File: config.mk
export PLATFORM = sky130hd
export DESIGN_NAME = stream_frontend_top
export DESIGN_NICKNAME = d
export VERILOG_FILES = /design/src/logic/stream_pkg.sv /design/src/logic/sample_scaler.sv /design/src/logic/stream_fifo.sv /design/src/logic/frame_builder.sv /design/src/logic/csr_axil.sv /design/src/logic/stream_frontend_top.sv
export SDC_FILE = /design/constraint.sdc
export NUM_CORES = 1
export LEC_CHECK = 0
export ABC_AREA = 1
export BUFFER_PORTS_ARGS = -buffer_cell sky130_fd_sc_hd__buf_2
export CAP_MARGIN = 20
export CORE_UTILIZATION = 65
export DETAILED_ROUTE_END_ITERATION = 8
export GPL_ROUTABILITY_DRIVEN = 0
export PLACE_DENSITY_LB_ADDON = 0.12
export SLEW_MARGIN = 5
export SYNTH_ARGS = -nofsm -noshare
export SYNTH_HDL_FRONTEND = slang
export SYNTH_SLANG_ARGS = --single-unit
File: constraint.sdc
create_clock -name clk_i -period 9.65 [get_ports clk_i]
set_input_delay 0.4825 -clock clk_i [delete_from_list [all_inputs] [get_ports clk_i]]
set_output_delay 0.4825 -clock clk_i [all_outputs]
set_load 0.1 [all_outputs]
File: src/logic/stream_pkg.sv
package stream_pkg;

    // sample width, the struct types below are built on it
    localparam int SAMPLE_W = 16;

    localparam int AXIL_ADDR_W = 4;
    localparam int AXIL_DATA_W = 32;
    localparam logic [1:0] AXIL_RESP_OKAY = 2'b00;

    typedef logic signed [SAMPLE_W-1:0] sample_t;

    // unsigned Q8.8, 256 is unity
    typedef logic [15:0] gain_t;

    // a length of 0 is handled as 1
    typedef logic [15:0] frame_len_t;

    typedef struct packed {
        sample_t sample;
        logic    last;
    } sample_beat_t;

    // master-driven AXI4-Lite signals
    typedef struct packed {
        logic [AXIL_ADDR_W-1:0]   awaddr;
        logic                     awvalid;
        logic [AXIL_DATA_W-1:0]   wdata;
        logic [AXIL_DATA_W/8-1:0] wstrb;
        logic                     wvalid;
        logic                     bready;
        logic [AXIL_ADDR_W-1:0]   araddr;
        logic                     arvalid;
        logic                     rready;
    } axil_req_t;

    // slave-driven AXI4-Lite signals
    typedef struct packed {
        logic                   awready;
        logic                   wready;
        logic [1:0]             bresp;
        logic                   bvalid;
        logic                   arready;
        logic [AXIL_DATA_W-1:0] rdata;
        logic [1:0]             rresp;
        logic                   rvalid;
    } axil_rsp_t;

    typedef struct packed {
        logic [15:0] level;
        logic        full;
        logic        empty;
        logic        overflow;
    } fifo_status_t;

    typedef enum logic [AXIL_ADDR_W-1:0] {
        REG_GAIN      = 4'h0,
        REG_FRAME_LEN = 4'h4,
        REG_STATUS    = 4'h8
    } csr_addr_e;

endpackage

File: src/logic/sample_scaler.sv
`timescale 1ns/1ps

module sample_scaler
    import stream_pkg::*;
(
    input  logic         clk_i,
    input  logic         reset_ni,
    input  logic         in_valid_i,
    input  sample_t      in_sample_i,
    input  gain_t        gain_i,
    output logic         out_valid_o,
    output sample_beat_t out_beat_o
);

    // signed sample times a 17-bit positive gain
    localparam int PROD_W  = SAMPLE_W + 17;
    localparam int SHIFT_W = PROD_W - 8;

    localparam logic signed [SHIFT_W-1:0] SAT_MAX = SHIFT_W'((1 << (SAMPLE_W - 1)) - 1);
    localparam logic signed [SHIFT_W-1:0] SAT_MIN = -SAT_MAX - 1;

    logic signed [PROD_W-1:0]  product;
    logic signed [PROD_W-1:0]  rounded;
    logic signed [SHIFT_W-1:0] shifted;
    sample_t                   clamped;

    // a zero msb keeps the gain positive inside the signed multiply
    assign product = in_sample_i * $signed({1'b0, gain_i});

    // half an lsb of Q8.8 before dropping the fraction
    assign rounded = product + PROD_W'(128);
    assign shifted = rounded[PROD_W-1:8];

    always_comb begin
        if (shifted > SAT_MAX) begin
            clamped = SAT_MAX[SAMPLE_W-1:0];
        end else if (shifted < SAT_MIN) begin
            clamped = SAT_MIN[SAMPLE_W-1:0];
        end else begin
            clamped = shifted[SAMPLE_W-1:0];
        end
    end

    always_ff @(posedge clk_i) begin
        if (!reset_ni) begin
            out_valid_o <= 1'b0;
        end else begin
            out_valid_o <= in_valid_i;
        end
    end

    // framing is added further down the chain
    always_ff @(posedge clk_i) begin
        out_beat_o.sample <= clamped;
        out_beat_o.last   <= 1'b0;
    end

endmodule

File: src/logic/stream_fifo.sv
`timescale 1ns/1ps

module stream_fifo
    import stream_pkg::*;
#(
    // must be a power of two
    parameter int FIFO_LEN = 8
) (
    input  logic         clk_i,
    input  logic         reset_ni,
    input  logic         wr_valid_i,
    input  sample_beat_t wr_beat_i,
    input  logic         pop_req_i,
    output logic         head_valid_o,
    output sample_beat_t head_beat_o,
    output fifo_status_t status_o
);

    localparam int PTR_W = $clog2(FIFO_LEN);

    sample_beat_t     mem [FIFO_LEN];

    // one extra msb on each pointer tells a full buffer from an empty one
    logic [PTR_W:0]   wr_ptr_q;
    logic [PTR_W:0]   rd_ptr_q;
    logic [PTR_W-1:0] wr_addr;
    logic [PTR_W-1:0] rd_addr;
    logic [PTR_W:0]   fill;
    logic             empty_now;
    logic             full_now;
    logic             wr_en;
    logic             pop_grant;

    assign wr_addr = wr_ptr_q[PTR_W-1:0];
    assign rd_addr = rd_ptr_q[PTR_W-1:0];
    assign fill    = wr_ptr_q - rd_ptr_q;

    assign empty_now = (wr_ptr_q == rd_ptr_q);
    assign full_now  = (wr_addr == rd_addr) && (wr_ptr_q[PTR_W] != rd_ptr_q[PTR_W]);

    // the source cannot stall, so a sample that finds the buffer full is lost
    assign wr_en     = wr_valid_i && !full_now;
    assign pop_grant = pop_req_i && !empty_now;

    always_ff @(posedge clk_i) begin
        if (!reset_ni) begin
            wr_ptr_q <= '0;
        end else if (wr_en) begin
            wr_ptr_q <= wr_ptr_q + 1'b1;
        end
    end

    always_ff @(posedge clk_i) begin
        if (wr_en) begin
            mem[wr_addr] <= wr_beat_i;
        end
    end

    always_ff @(posedge clk_i) begin
        if (!reset_ni) begin
            rd_ptr_q     <= '0;
            head_valid_o <= 1'b0;
        end else begin
            head_valid_o <= pop_grant;
            if (pop_grant) begin
                rd_ptr_q <= rd_ptr_q + 1'b1;
            end
        end
    end

    // the head follows the read address every cycle so the next sample can be seen before a pop
    always_ff @(posedge clk_i) begin
        head_beat_o <= mem[rd_addr];
    end

    // flags lag the pointers by one cycle
    always_ff @(posedge clk_i) begin
        if (!reset_ni) begin
            status_o.level    <= '0;
            status_o.full     <= 1'b0;
            status_o.empty    <= 1'b1;
            status_o.overflow <= 1'b0;
        end else begin
            status_o.level    <= 16'(fill);
            status_o.full     <= full_now;
            status_o.empty    <= empty_now;
            status_o.overflow <= wr_valid_i && full_now;
        end
    end

    // every head beat must come from a request that moved the read pointer one step
    assert property (@(posedge clk_i) disable iff (!reset_ni)
        head_valid_o |-> $past(pop_req_i) && (rd_ptr_q == $past(rd_ptr_q) + 1'b1))
        else $error("stream_fifo: head_valid without a granted pop");

    assert property (@(posedge clk_i) disable iff (!reset_ni)
        status_o.level <= 16'(FIFO_LEN))
        else $error("stream_fifo: level above FIFO_LEN");

endmodule

File: src/logic/frame_builder.sv
`timescale 1ns/1ps

module frame_builder
    import stream_pkg::*;
(
    input  logic         clk_i,
    input  logic         reset_ni,
    input  frame_len_t   frame_len_i,
    output logic         pop_req_o,
    input  logic         head_valid_i,
    input  sample_beat_t head_beat_i,
    output logic         out_valid_o,
    output sample_beat_t out_beat_o,
    input  logic         out_ready_i
);

    sample_beat_t skid_q [2];
    logic         wr_sel_q;
    logic         rd_sel_q;
    logic [1:0]   count_q;
    logic         inflight_q;
    logic [1:0]   credit;
    logic         out_fire;
    frame_len_t   len_q;
    frame_len_t   pos_q;
    frame_len_t   cur_len;
    logic         is_last;

    assign out_valid_o = (count_q != 2'd0);
    assign out_beat_o  = skid_q[rd_sel_q];
    assign out_fire    = out_valid_o && out_ready_i;

    // entries held plus last cycle's request, less the beat leaving now
    assign credit    = count_q + 2'(inflight_q) - 2'(out_fire);
    assign pop_req_o = (credit < 2'd2);

    // the length is sampled on the first beat of each frame
    assign cur_len = (pos_q != '0) ? len_q :
                     (frame_len_i == '0) ? 16'd1 : frame_len_i;
    assign is_last = (pos_q == cur_len - 16'd1);

    always_ff @(posedge clk_i) begin
        if (!reset_ni) begin
            wr_sel_q   <= 1'b0;
            rd_sel_q   <= 1'b0;
            count_q    <= '0;
            inflight_q <= 1'b0;
            len_q      <= 16'd1;
            pos_q      <= '0;
        end else begin
            inflight_q <= pop_req_o;
            count_q    <= count_q + 2'(head_valid_i) - 2'(out_fire);
            if (out_fire) begin
                rd_sel_q <= ~rd_sel_q;
            end
            if (head_valid_i) begin
                wr_sel_q <= ~wr_sel_q;
                len_q    <= cur_len;
                pos_q    <= is_last ? '0 : pos_q + 16'd1;
            end
        end
    end

    always_ff @(posedge clk_i) begin
        if (head_valid_i) begin
            skid_q[wr_sel_q].sample <= head_beat_i.sample;
            skid_q[wr_sel_q].last   <= is_last;
        end
    end

    assert property (@(posedge clk_i) disable iff (!reset_ni)
        out_valid_o && !out_ready_i |=> out_valid_o && $stable(out_beat_o))
        else $error("frame_builder: output beat changed under back-pressure");

endmodule

File: src/logic/csr_axil.sv
`timescale 1ns/1ps

module csr_axil
    import stream_pkg::*;
(
    input  logic         clk_i,
    input  logic         reset_ni,
    input  axil_req_t    axil_req_i,
    output axil_rsp_t    axil_rsp_o,
    input  fifo_status_t status_i,
    output gain_t        gain_o,
    output frame_len_t   frame_len_o
);

    localparam gain_t      GAIN_RESET      = 16'd256;
    localparam frame_len_t FRAME_LEN_RESET = 16'd4;

    logic                   bvalid_q;
    logic                   rvalid_q;
    logic [AXIL_DATA_W-1:0] rdata_q;
    logic                   overflow_q;
    logic                   wr_fire;
    logic                   rd_fire;
    logic                   ovf_clear;
    csr_addr_e              wr_addr;
    csr_addr_e              rd_addr;
    logic [AXIL_DATA_W-1:0] status_word;
    logic [AXIL_DATA_W-1:0] rd_word;

    // address and data are taken together once the previous response has gone
    assign wr_fire = axil_req_i.awvalid && axil_req_i.wvalid && !bvalid_q;
    assign rd_fire = axil_req_i.arvalid && !rvalid_q;

    assign wr_addr = csr_addr_e'(axil_req_i.awaddr);
    assign rd_addr = csr_addr_e'(axil_req_i.araddr);

    assign ovf_clear = wr_fire && (wr_addr == REG_STATUS) &&
                       axil_req_i.wstrb[0] && axil_req_i.wdata[0];

    assign status_word = {13'd0, overflow_q, status_i.empty, status_i.full, status_i.level};

    always_comb begin
        case (rd_addr)
            REG_GAIN:      rd_word = {16'd0, gain_o};
            REG_FRAME_LEN: rd_word = {16'd0, frame_len_o};
            REG_STATUS:    rd_word = status_word;
            default:       rd_word = '0;
        endcase
    end

    always_comb begin
        axil_rsp_o.awready = wr_fire;
        axil_rsp_o.wready  = wr_fire;
        axil_rsp_o.bresp   = AXIL_RESP_OKAY;
        axil_rsp_o.bvalid  = bvalid_q;
        axil_rsp_o.arready = !rvalid_q;
        axil_rsp_o.rdata   = rdata_q;
        axil_rsp_o.rresp   = AXIL_RESP_OKAY;
        axil_rsp_o.rvalid  = rvalid_q;
    end

    always_ff @(posedge clk_i) begin
        if (!reset_ni) begin
            gain_o      <= GAIN_RESET;
            frame_len_o <= FRAME_LEN_RESET;
        end else if (wr_fire) begin
            case (wr_addr)
                REG_GAIN: begin
                    if (axil_req_i.wstrb[0]) gain_o[7:0]  <= axil_req_i.wdata[7:0];
                    if (axil_req_i.wstrb[1]) gain_o[15:8] <= axil_req_i.wdata[15:8];
                end
                REG_FRAME_LEN: begin
                    if (axil_req_i.wstrb[0]) frame_len_o[7:0]  <= axil_req_i.wdata[7:0];
                    if (axil_req_i.wstrb[1]) frame_len_o[15:8] <= axil_req_i.wdata[15:8];
                end
                default: begin
                end
            endcase
        end
    end

    // a new overflow in the same cycle as the clear keeps the bit set
    always_ff @(posedge clk_i) begin
        if (!reset_ni) begin
            overflow_q <= 1'b0;
        end else if (status_i.overflow) begin
            overflow_q <= 1'b1;
        end else if (ovf_clear) begin
            overflow_q <= 1'b0;
        end
    end

    always_ff @(posedge clk_i) begin
        if (!reset_ni) begin
            bvalid_q <= 1'b0;
            rvalid_q <= 1'b0;
        end else begin
            if (wr_fire) begin
                bvalid_q <= 1'b1;
            end else if (axil_req_i.bready) begin
                bvalid_q <= 1'b0;
            end
            if (rd_fire) begin
                rvalid_q <= 1'b1;
            end else if (axil_req_i.rready) begin
                rvalid_q <= 1'b0;
            end
        end
    end

    always_ff @(posedge clk_i) begin
        if (rd_fire) begin
            rdata_q <= rd_word;
        end
    end

    assert property (@(posedge clk_i) disable iff (!reset_ni)
        bvalid_q && !axil_req_i.bready |=> bvalid_q)
        else $error("csr_axil: bvalid dropped before bready");

endmodule

File: src/logic/stream_frontend_top.sv
`timescale 1ns/1ps

module stream_frontend_top
    import stream_pkg::*;
#(
    parameter int FIFO_LEN = 8
) (
    input  logic         clk_i,
    input  logic         reset_ni,
    input  logic         in_valid_i,
    input  sample_t      in_sample_i,
    output logic         out_valid_o,
    output sample_beat_t out_beat_o,
    input  logic         out_ready_i,
    input  axil_req_t    axil_req_i,
    output axil_rsp_t    axil_rsp_o
);

    logic         scaled_valid;
    sample_beat_t scaled_beat;
    logic         pop_req;
    logic         head_valid;
    sample_beat_t head_beat;
    fifo_status_t fifo_status;
    gain_t        gain;
    frame_len_t   frame_len;

    sample_scaler sample_scaler_i (
        .clk_i       (clk_i),
        .reset_ni    (reset_ni),
        .in_valid_i  (in_valid_i),
        .in_sample_i (in_sample_i),
        .gain_i      (gain),
        .out_valid_o (scaled_valid),
        .out_beat_o  (scaled_beat)
    );

    stream_fifo #(
        .FIFO_LEN (FIFO_LEN)
    ) stream_fifo_i (
        .clk_i        (clk_i),
        .reset_ni     (reset_ni),
        .wr_valid_i   (scaled_valid),
        .wr_beat_i    (scaled_beat),
        .pop_req_i    (pop_req),
        .head_valid_o (head_valid),
        .head_beat_o  (head_beat),
        .status_o     (fifo_status)
    );

    frame_builder frame_builder_i (
        .clk_i        (clk_i),
        .reset_ni     (reset_ni),
        .frame_len_i  (frame_len),
        .pop_req_o    (pop_req),
        .head_valid_i (head_valid),
        .head_beat_i  (head_beat),
        .out_valid_o  (out_valid_o),
        .out_beat_o   (out_beat_o),
        .out_ready_i  (out_ready_i)
    );

    csr_axil csr_axil_i (
        .clk_i       (clk_i),
        .reset_ni    (reset_ni),
        .axil_req_i  (axil_req_i),
        .axil_rsp_o  (axil_rsp_o),
        .status_i    (fifo_status),
        .gain_o      (gain),
        .frame_len_o (frame_len)
    );

endmodule

==> metrics.txt, run 1 <==
critical path fanouts, max=18; Global Route Usage Sum=0.299; leading cell types by total area after synthesis=edfxtp_1 24%, fa_1 18%, dfxtp_1 11%; top_reg_cell synth=edfxtp_1; biggest area consumer among synthesized cells=edfxtp_1; post-route minimum period=6.97 ns; die height=roughly 190 um; most frequent cell after synthesis=inv_1; post-layout power=roughly 0.0042 W; Vias/cell=5.47; cell count after placement=a little over 3000; Commonest cells post-synth=520 x inv_1, 519 x nand2_1, 282 x nor2_1, 195 x fa_1, 181 x edfxtp_1; Post-Synth Adder-Cell Area=0.247; Gate power share=0.338; Seq pwr share=0.388; HP Class=in -> reg; Final period util=0.722; area grow syn2layout=7.43%; pin slew with the least headroom to its limit=0.968 ns; largest net degree at the start of global routing=68; Chip Width=~190 um; critical path arrival=between 7 and 8 ns; Peak VDD IR=0.186 mV; row count=67; Fill cells=2578; final slew viol count=0; Critical Path RT=10.09 ns; Mapped Cells=2607; status=finished, final reports clean; Max clock buf depth=3; initial core utilization=0.662; Post-DP HPWL=approximately 38000 um; Clock Pin Slew Worst Setup and Hold Paths=0.06 ns; Crit Path Class=reg -> reg; MaxCap Viol Count=0; DR DRC count=0; Worst R2R Path Depth=25; Yosys warning total=0; Yosys cell types=49; CP Capture Type=flop; Worst slew margin=0.353; Sw Ratio=0.378; Seq cells post-synth=303; Post-synth EDFFs=181; internal power=0.00259 W; hold-fix buffers at CTS=0; CTS buffer count=30; asr flop ratio synth=0; final hold viol count=0; CTS resizes=0; Skew-Pair Late Insertion Delay=0.59 ns; antenna violations before repair=2; Clk pwr share=0.274; number of global-route vias before repair=17100; drt total wl=about 50000 um; fraction of layout cells with a size suffix above 1=0.0857; Power Density=175 mW/mm2; Clock Skew=0.0470 ns; IO Pins=128; first-pass GRT wire length=83400 um; CP Launch Type=flop; Avg Cell Area, Syn=around 8.5 um2; number of iterations in the first detailed-routing pass=5; antenna viol nets, final=0; DRT iter0 DRCs=1307; Worst Hold Path Cells=4; Psw=between 0.0015 and 0.002 W; mux cell area share after synthesis=0.00863; post-route insts no fill=about 3100; number of post-CTS setup repair buffers=0; CTS tree=built; post-route setup TNS=0 ns; Vias=17000; sequential fraction of the synthesis area=0.355; total die area=0.0349 mm2; Synth Area in XOR/XNOR=0.0182; largest family of logic cells by synthesized area=adder cells; nets=3026; post-synthesis simple-gate area fraction=0.179; post-synthesis compound-gate area fraction=0.0751; CTS H-tree lvls=1; total grt overflow=0; top-area cell type share of the netlist area=0.245; CTS sink cnt=303; LEAKAGE=12.0 nW; cell area after synthesis=roughly 0.022 mm2; Root Driver=clkbuf_16; IO Port Bufs=92; final setup fails=0; Max Fclk=144 MHz; Avg WL per Cell=16.4 um; RSZ-0062 raised after global routing=no; core area=~0.034 mm2
[critical path, stage by stage, from the launching register on]
cell and delay [ns]:
dfxtp_1 0.90, nand2_1 0.18, fa_1 0.57, inv_1 0.05, fa_1 0.50, inv_1 0.06
fa_1 0.48, inv_1 0.06, fa_1 0.54, fa_1 0.56, inv_1 0.06, fa_1 0.53
inv_1 0.04, ha_1 0.37, a21oi_1 0.27, o21ai_0 0.19, a21oi_1 0.21, nor2_1 0.07
a211oi_1 0.26, nand3_1 0.15, nand2_1 0.08, nand2_1 0.05, nor2_1 0.08, nand3b_1 0.09
nand2_1 0.35, nand2_1 0.17
[state kept, by name, indices dropped and copies added (netlist names), 2 cells and up, named ones only]
| name | count |
|---|---|
| frame_builder_i.pos_q | 16 |
| frame_builder_i.len_q | 16 |
| csr_axil_i.rdata_q | 19 |
| frame_builder_i.skid_q | 34 |
| sample_scaler_i.out_beat_o | 16 |
| stream_fifo_i.head_beat_o | 16 |
| stream_fifo_i.wr_ptr_q | 4 |
| frame_builder_i.count_q | 2 |
| stream_fifo_i.status_o | 7 |
| csr_axil_i.gain_o | 16 |
| stream_fifo_i.mem | 128 |
| csr_axil_i.frame_len_o | 16 |
| stream_fifo_i.rd_ptr_q | 4 |
[power by group through the flow]
stage          Combinational, W  Clock (W)  Sequential (W)
2_1_floorplan           0.00109          0         0.00165
4_1_cts                 0.00140    0.00115         0.00162
3_5_place_dp            0.00139          0         0.00165
6_report                0.00141    0.00114         0.00162
5_1_grt                 0.00156    0.00121         0.00164
3_3_place_gp            0.00137          0         0.00164
[cell type report]
class | instances | area, um2 | share of cell area
multi-input cells | 1663 | 11800 | 0.495
clock buffers | 43 | 840 | 0.0352
repair buffers | 113 | 638 | 0.0268
inverters | 524 | 1970 | 0.0825
diodes | 1 | 2.50 | 0.000105
clock inverters | 13 | 148 | 0.00619
flip-flops and latches | 303 | 7880 | 0.330
well taps | 448 | 561 | 0.0235
[logic make-up after synthesis]
logic type,after synthesis
other cells,1
simple gates,963
buf+inv,657
xor+xnor,46
mux,17
fa+ha+maj,322
flops,303
compound gates,298
[layer usage]
layer | vias to the layer above | routed length [um] | global-route usage
met3 | 148 | 3940 | 0.0363
met4 | 2 | 1910 | 0.129
li1 | 8099 | - | -
met2 | 664 | 24400 | 0.502
met5 | - | 13 | 0
met1 | 8074 | 20600 | 0.394
[through the flow]
step                      hold slack [ns]  instance area, um2  utilization  setup slack (ns)
after floorplan                     0.404               22300            -              3.42
after global placement              0.405               22800        0.680              2.84
after detailed placement            0.417               22800        0.680              2.81
after CTS                           0.128               23800        0.710              2.82
after global routing                0.138               23800        0.711              2.21
final                               0.149               23800        0.711              2.68
[final timing paths]
check,start,endpoint,slack (ns)
max,csr_axil_i.gain_o[5]$_SDFFE_PN0P_,sample_scaler_i.out_beat_o[1]$_SDFF_PN1_,2.68
min,axil_req_i[6],csr_axil_i.bvalid_q$_SDFFE_PN0P_,0.15
max reg2reg,csr_axil_i.gain_o[5]$_SDFFE_PN0P_,sample_scaler_i.out_beat_o[1]$_SDFF_PN1_,2.68
min reg2reg,stream_fifo_i.head_beat_o[8]$_DFF_P_,frame_builder_i.skid_q[1][8]$_DFFE_PP_,0.43
[cell usage in the layout, fill, tap and decap left out, types with 6 or more instances in the layout]
| master | instances |
|---|---|
| inv_1 | 520 |
| nand2_1 | 519 |
| nor2_1 | 282 |
| fa_1 | 195 |
| edfxtp_1 | 181 |
| ha_1 | 127 |
| o21ai_0 | 126 |
| dfxtp_1 | 121 |
| buf_2 | 92 |
| nand3_1 | 82 |
| a21oi_1 | 79 |
| xor2_1 | 34 |
| clkbuf_16 | 30 |
| o22ai_1 | 22 |
| a31oi_1 | 22 |
| buf_4 | 19 |
| mux2_2 | 17 |
| conb_1 | 17 |
| nand2_2 | 14 |
| nor3_1 | 13 |
| xnor2_1 | 12 |
| a211oi_1 | 12 |
| nor2_2 | 11 |
| nand4_1 | 10 |
| clkbuf_1 | 9 |
| o21bai_1 | 7 |
| o211ai_1 | 7 |
| nor2_4 | 6 |
| a21o_1 | 6 |
(Power assumes the default switching activity.)
==> run 2: changes to the inputs <==
Settings changed: CORE_UTILIZATION 65 to 63.
Clock period 9.65 ns to 6.6 ns, I/O delays scaled along.
==> metrics.txt, run 2 (synthesized netlist as in run 1, its figures left out) <==
most common cell after layout, fill and taps aside=inv_1 (unchanged); IO Pins=128 (unchanged); antenna fix cells=0 (was 1); commonest cells after routing, fill and taps aside=520 x inv_1, 519 x nand2_1, 281 x nor2_1, 195 x fa_1, 181 x edfxtp_1 (was 520 x inv_1, 519 x nand2_1, 282 x nor2_1, 195 x fa_1, 181 x edfxtp_1); slowest CP cell=fa_1 (was dfxtp_1); area grow syn2layout=8.67% (was 7.43%); Root Driver=clkbuf_16 (unchanged); Worst R2R Path Depth=28 (was 25); CTS sink cnt=303 (unchanged); total die area=0.0360 mm2 (was 0.0349 mm2); RSZ-0062 raised after global routing=no (unchanged); pin slew with the least headroom to its limit=0.970 ns (was 0.968 ns); CP peak stage delay=0.55 ns (was 0.90 ns); antenna violations before repair=1 (was 2); DR DRC count=0 (unchanged); Power Density=256 mW/mm2 (was 175 mW/mm2); critical path arrival=6.72 ns (was 7.41 ns); CP Capture Type=flop (unchanged); final hold viol count=0 (unchanged); HP Class=in -> reg (unchanged); first-pass GRT wire length=84800 um (was 83400 um); die height=190 um (was 187 um); Peak VDD IR=0.343 mV (was 0.186 mV); Worst Hold Path Cells=4 (unchanged); drt total wl=51000 um (was 50800 um); LEAKAGE=12.2 nW (was 12.0 nW); total grt overflow=0 (unchanged); Chip Width=190 um (was 187 um); Worst slew margin=0.351 (was 0.353); Skew-Pair Late Insertion Delay=0.57 ns (was 0.59 ns); core area=0.0346 mm2 (was 0.0335 mm2); critical path fanouts, max=15 (was 18); Avg WL per Cell=16.2 um (was 16.4 um); CTS buffer count=30 (unchanged); fraction of layout cells with a size suffix above 1=0.101 (was 0.0857); Critical Path RT=7.06 ns (was 10.09 ns); launching point of the worst reg2reg path=csr_axil_i.gain_o[7]$_SDFFE_PN0P_ (was csr_axil_i.gain_o[5]$_SDFFE_PN0P_); number of post-CTS setup repair buffers=0 (unchanged); CTS tree=built (unchanged); Largest register FFs=128 (unchanged); initial core utilization=0.641 (was 0.662); Regs by FF count=stream_fifo_i.mem (128), frame_builder_i.skid_q (34), csr_axil_i.rdata_q (19) (unchanged); Max Fclk=160 MHz (was 144 MHz); Post-DP HPWL=38200 um (was 37500 um); MaxCap Viol Count=0 (unchanged); Clock Skew=0.0196 ns (was 0.0470 ns); Clock Pin Slew Worst Setup and Hold Paths=0.06 ns (about the same); Max clock buf depth=3 (unchanged); Setup WS post-layout=0.339 ns (was 2.68 ns); final slew viol count=0 (unchanged); IO Port Bufs=92 (unchanged); Global Route Usage Sum=0.297 (was 0.299); number of iterations in the first detailed-routing pass=6 (was 5); CTS H-tree lvls=1 (unchanged); Crit Path Class=reg -> reg (unchanged); DRT iter0 DRCs=1406 (was 1307); Vias/cell=5.43 (was 5.47); worst reg2reg endpoint=sample_scaler_i.out_beat_o[5]$_SDFF_PN1_ (was sample_scaler_i.out_beat_o[1]$_SDFF_PN1_); Vias=17100 (was 17000); status=finished, final reports clean (unchanged); Hold EP=csr_axil_i.bvalid_q$_SDFFE_PN0P_ (unchanged); Final period util=0.949 (was 0.722); number of global-route vias before repair=17000 (was 17100); row count=68 (was 67); antenna viol nets, final=0 (unchanged); CP Launch Type=flop (unchanged); Placement Setup Slack=0.210 ns (was 2.81 ns); Worst R2R Setup Slack=0.34 ns (was 2.68 ns); largest net degree at the start of global routing=68 (unchanged); post-route setup TNS=0 ns (unchanged); CP startpoint=csr_axil_i.gain_o[7]$_SDFFE_PN0P_ (was csr_axil_i.gain_o[5]$_SDFFE_PN0P_); final setup fails=0 (unchanged); post-route minimum period=6.26 ns (was 6.97 ns); register name with the most flops=stream_fifo_i.mem (unchanged); nets=3053 (was 3026); HP Start=axil_req_i[6] (unchanged)
==> run 2: through the flow <==
stage          total power [W]   util  cell area [um2]  hold WS [ns]  std cells
2_1_floorplan          0.00401      -            22300         0.404       2623
3_3_place_gp           0.00441  0.666            23000         0.406       3084
3_5_place_dp           0.00446  0.666            23000         0.416       3084
4_1_cts                0.00619  0.696            24100        0.0118       3141
5_1_grt                0.00651  0.696            24100        0.0335       3141
6_report               0.00617  0.696            24100        0.0322       3141
==> run 2: where the power goes <==
part	internal (W)	switching (W)
Clock	0.000997	0.000722
Combinational	0.000576	0.00151
Sequential	0.00225	0.000113
==> run 2: worst max-delay path by stage <==
stage / to / cells past startpoint
2_1_floorplan: sample_scaler_i.out_beat_o[10]$_SDFF_PN1_ / 28
3_3_place_gp: sample_scaler_i.out_beat_o[7]$_SDFF_PN1_ / 25
3_5_place_dp: sample_scaler_i.out_beat_o[5]$_SDFF_PN1_ / 24
4_1_cts: sample_scaler_i.out_beat_o[5]$_SDFF_PN1_ / 24
5_1_grt: sample_scaler_i.out_beat_o[11]$_SDFF_PN1_ / 28
6_report: sample_scaler_i.out_beat_o[5]$_SDFF_PN1_ / 28
==> run 2: layout make-up <==
| class | instances | area [um2] |
|---|---|---|
| clock buffer | 41 | 895 |
| clock inverter | 15 | 141 |
| fill | 2705 | 10500 |
| inverter | 524 | 1970 |
| multi-input combinational | 1663 | 11800 |
| sequential | 303 | 7890 |
| tap | 455 | 569 |
| timing repair buffer | 140 | 836 |
==> run 2: routing by layer <==
metal,track usage,vias to the layer above,share of wire
met5,0,-,0
met3,0.0428,136,0.079
met2,0.497,637,0.47
li1,-,8147,-
met4,0.0993,0,0.033
met1,0.398,8142,0.42
==> run 2: critical path: cells and delay by family (launching register included) <==
family / cells / cell delay, ns
adders and majority gates: 7 / 3.46
buffers and inverters: 8 / 0.79
AOI/OAI and AO/OA: 4 / 0.86
and+or+nand+nor: 9 / 0.71
DFF: 1 / 0.31
==> run 2: what timing repair did <==
| action | CTS | global route |
|---|---|---|
| endpoints found under the setup margin | 0 | 15 |
| gates resized for setup | 0 | 11 |
| endpoints found under the hold margin | 1 | 0 |
| hold buffers | 1 | 0 |
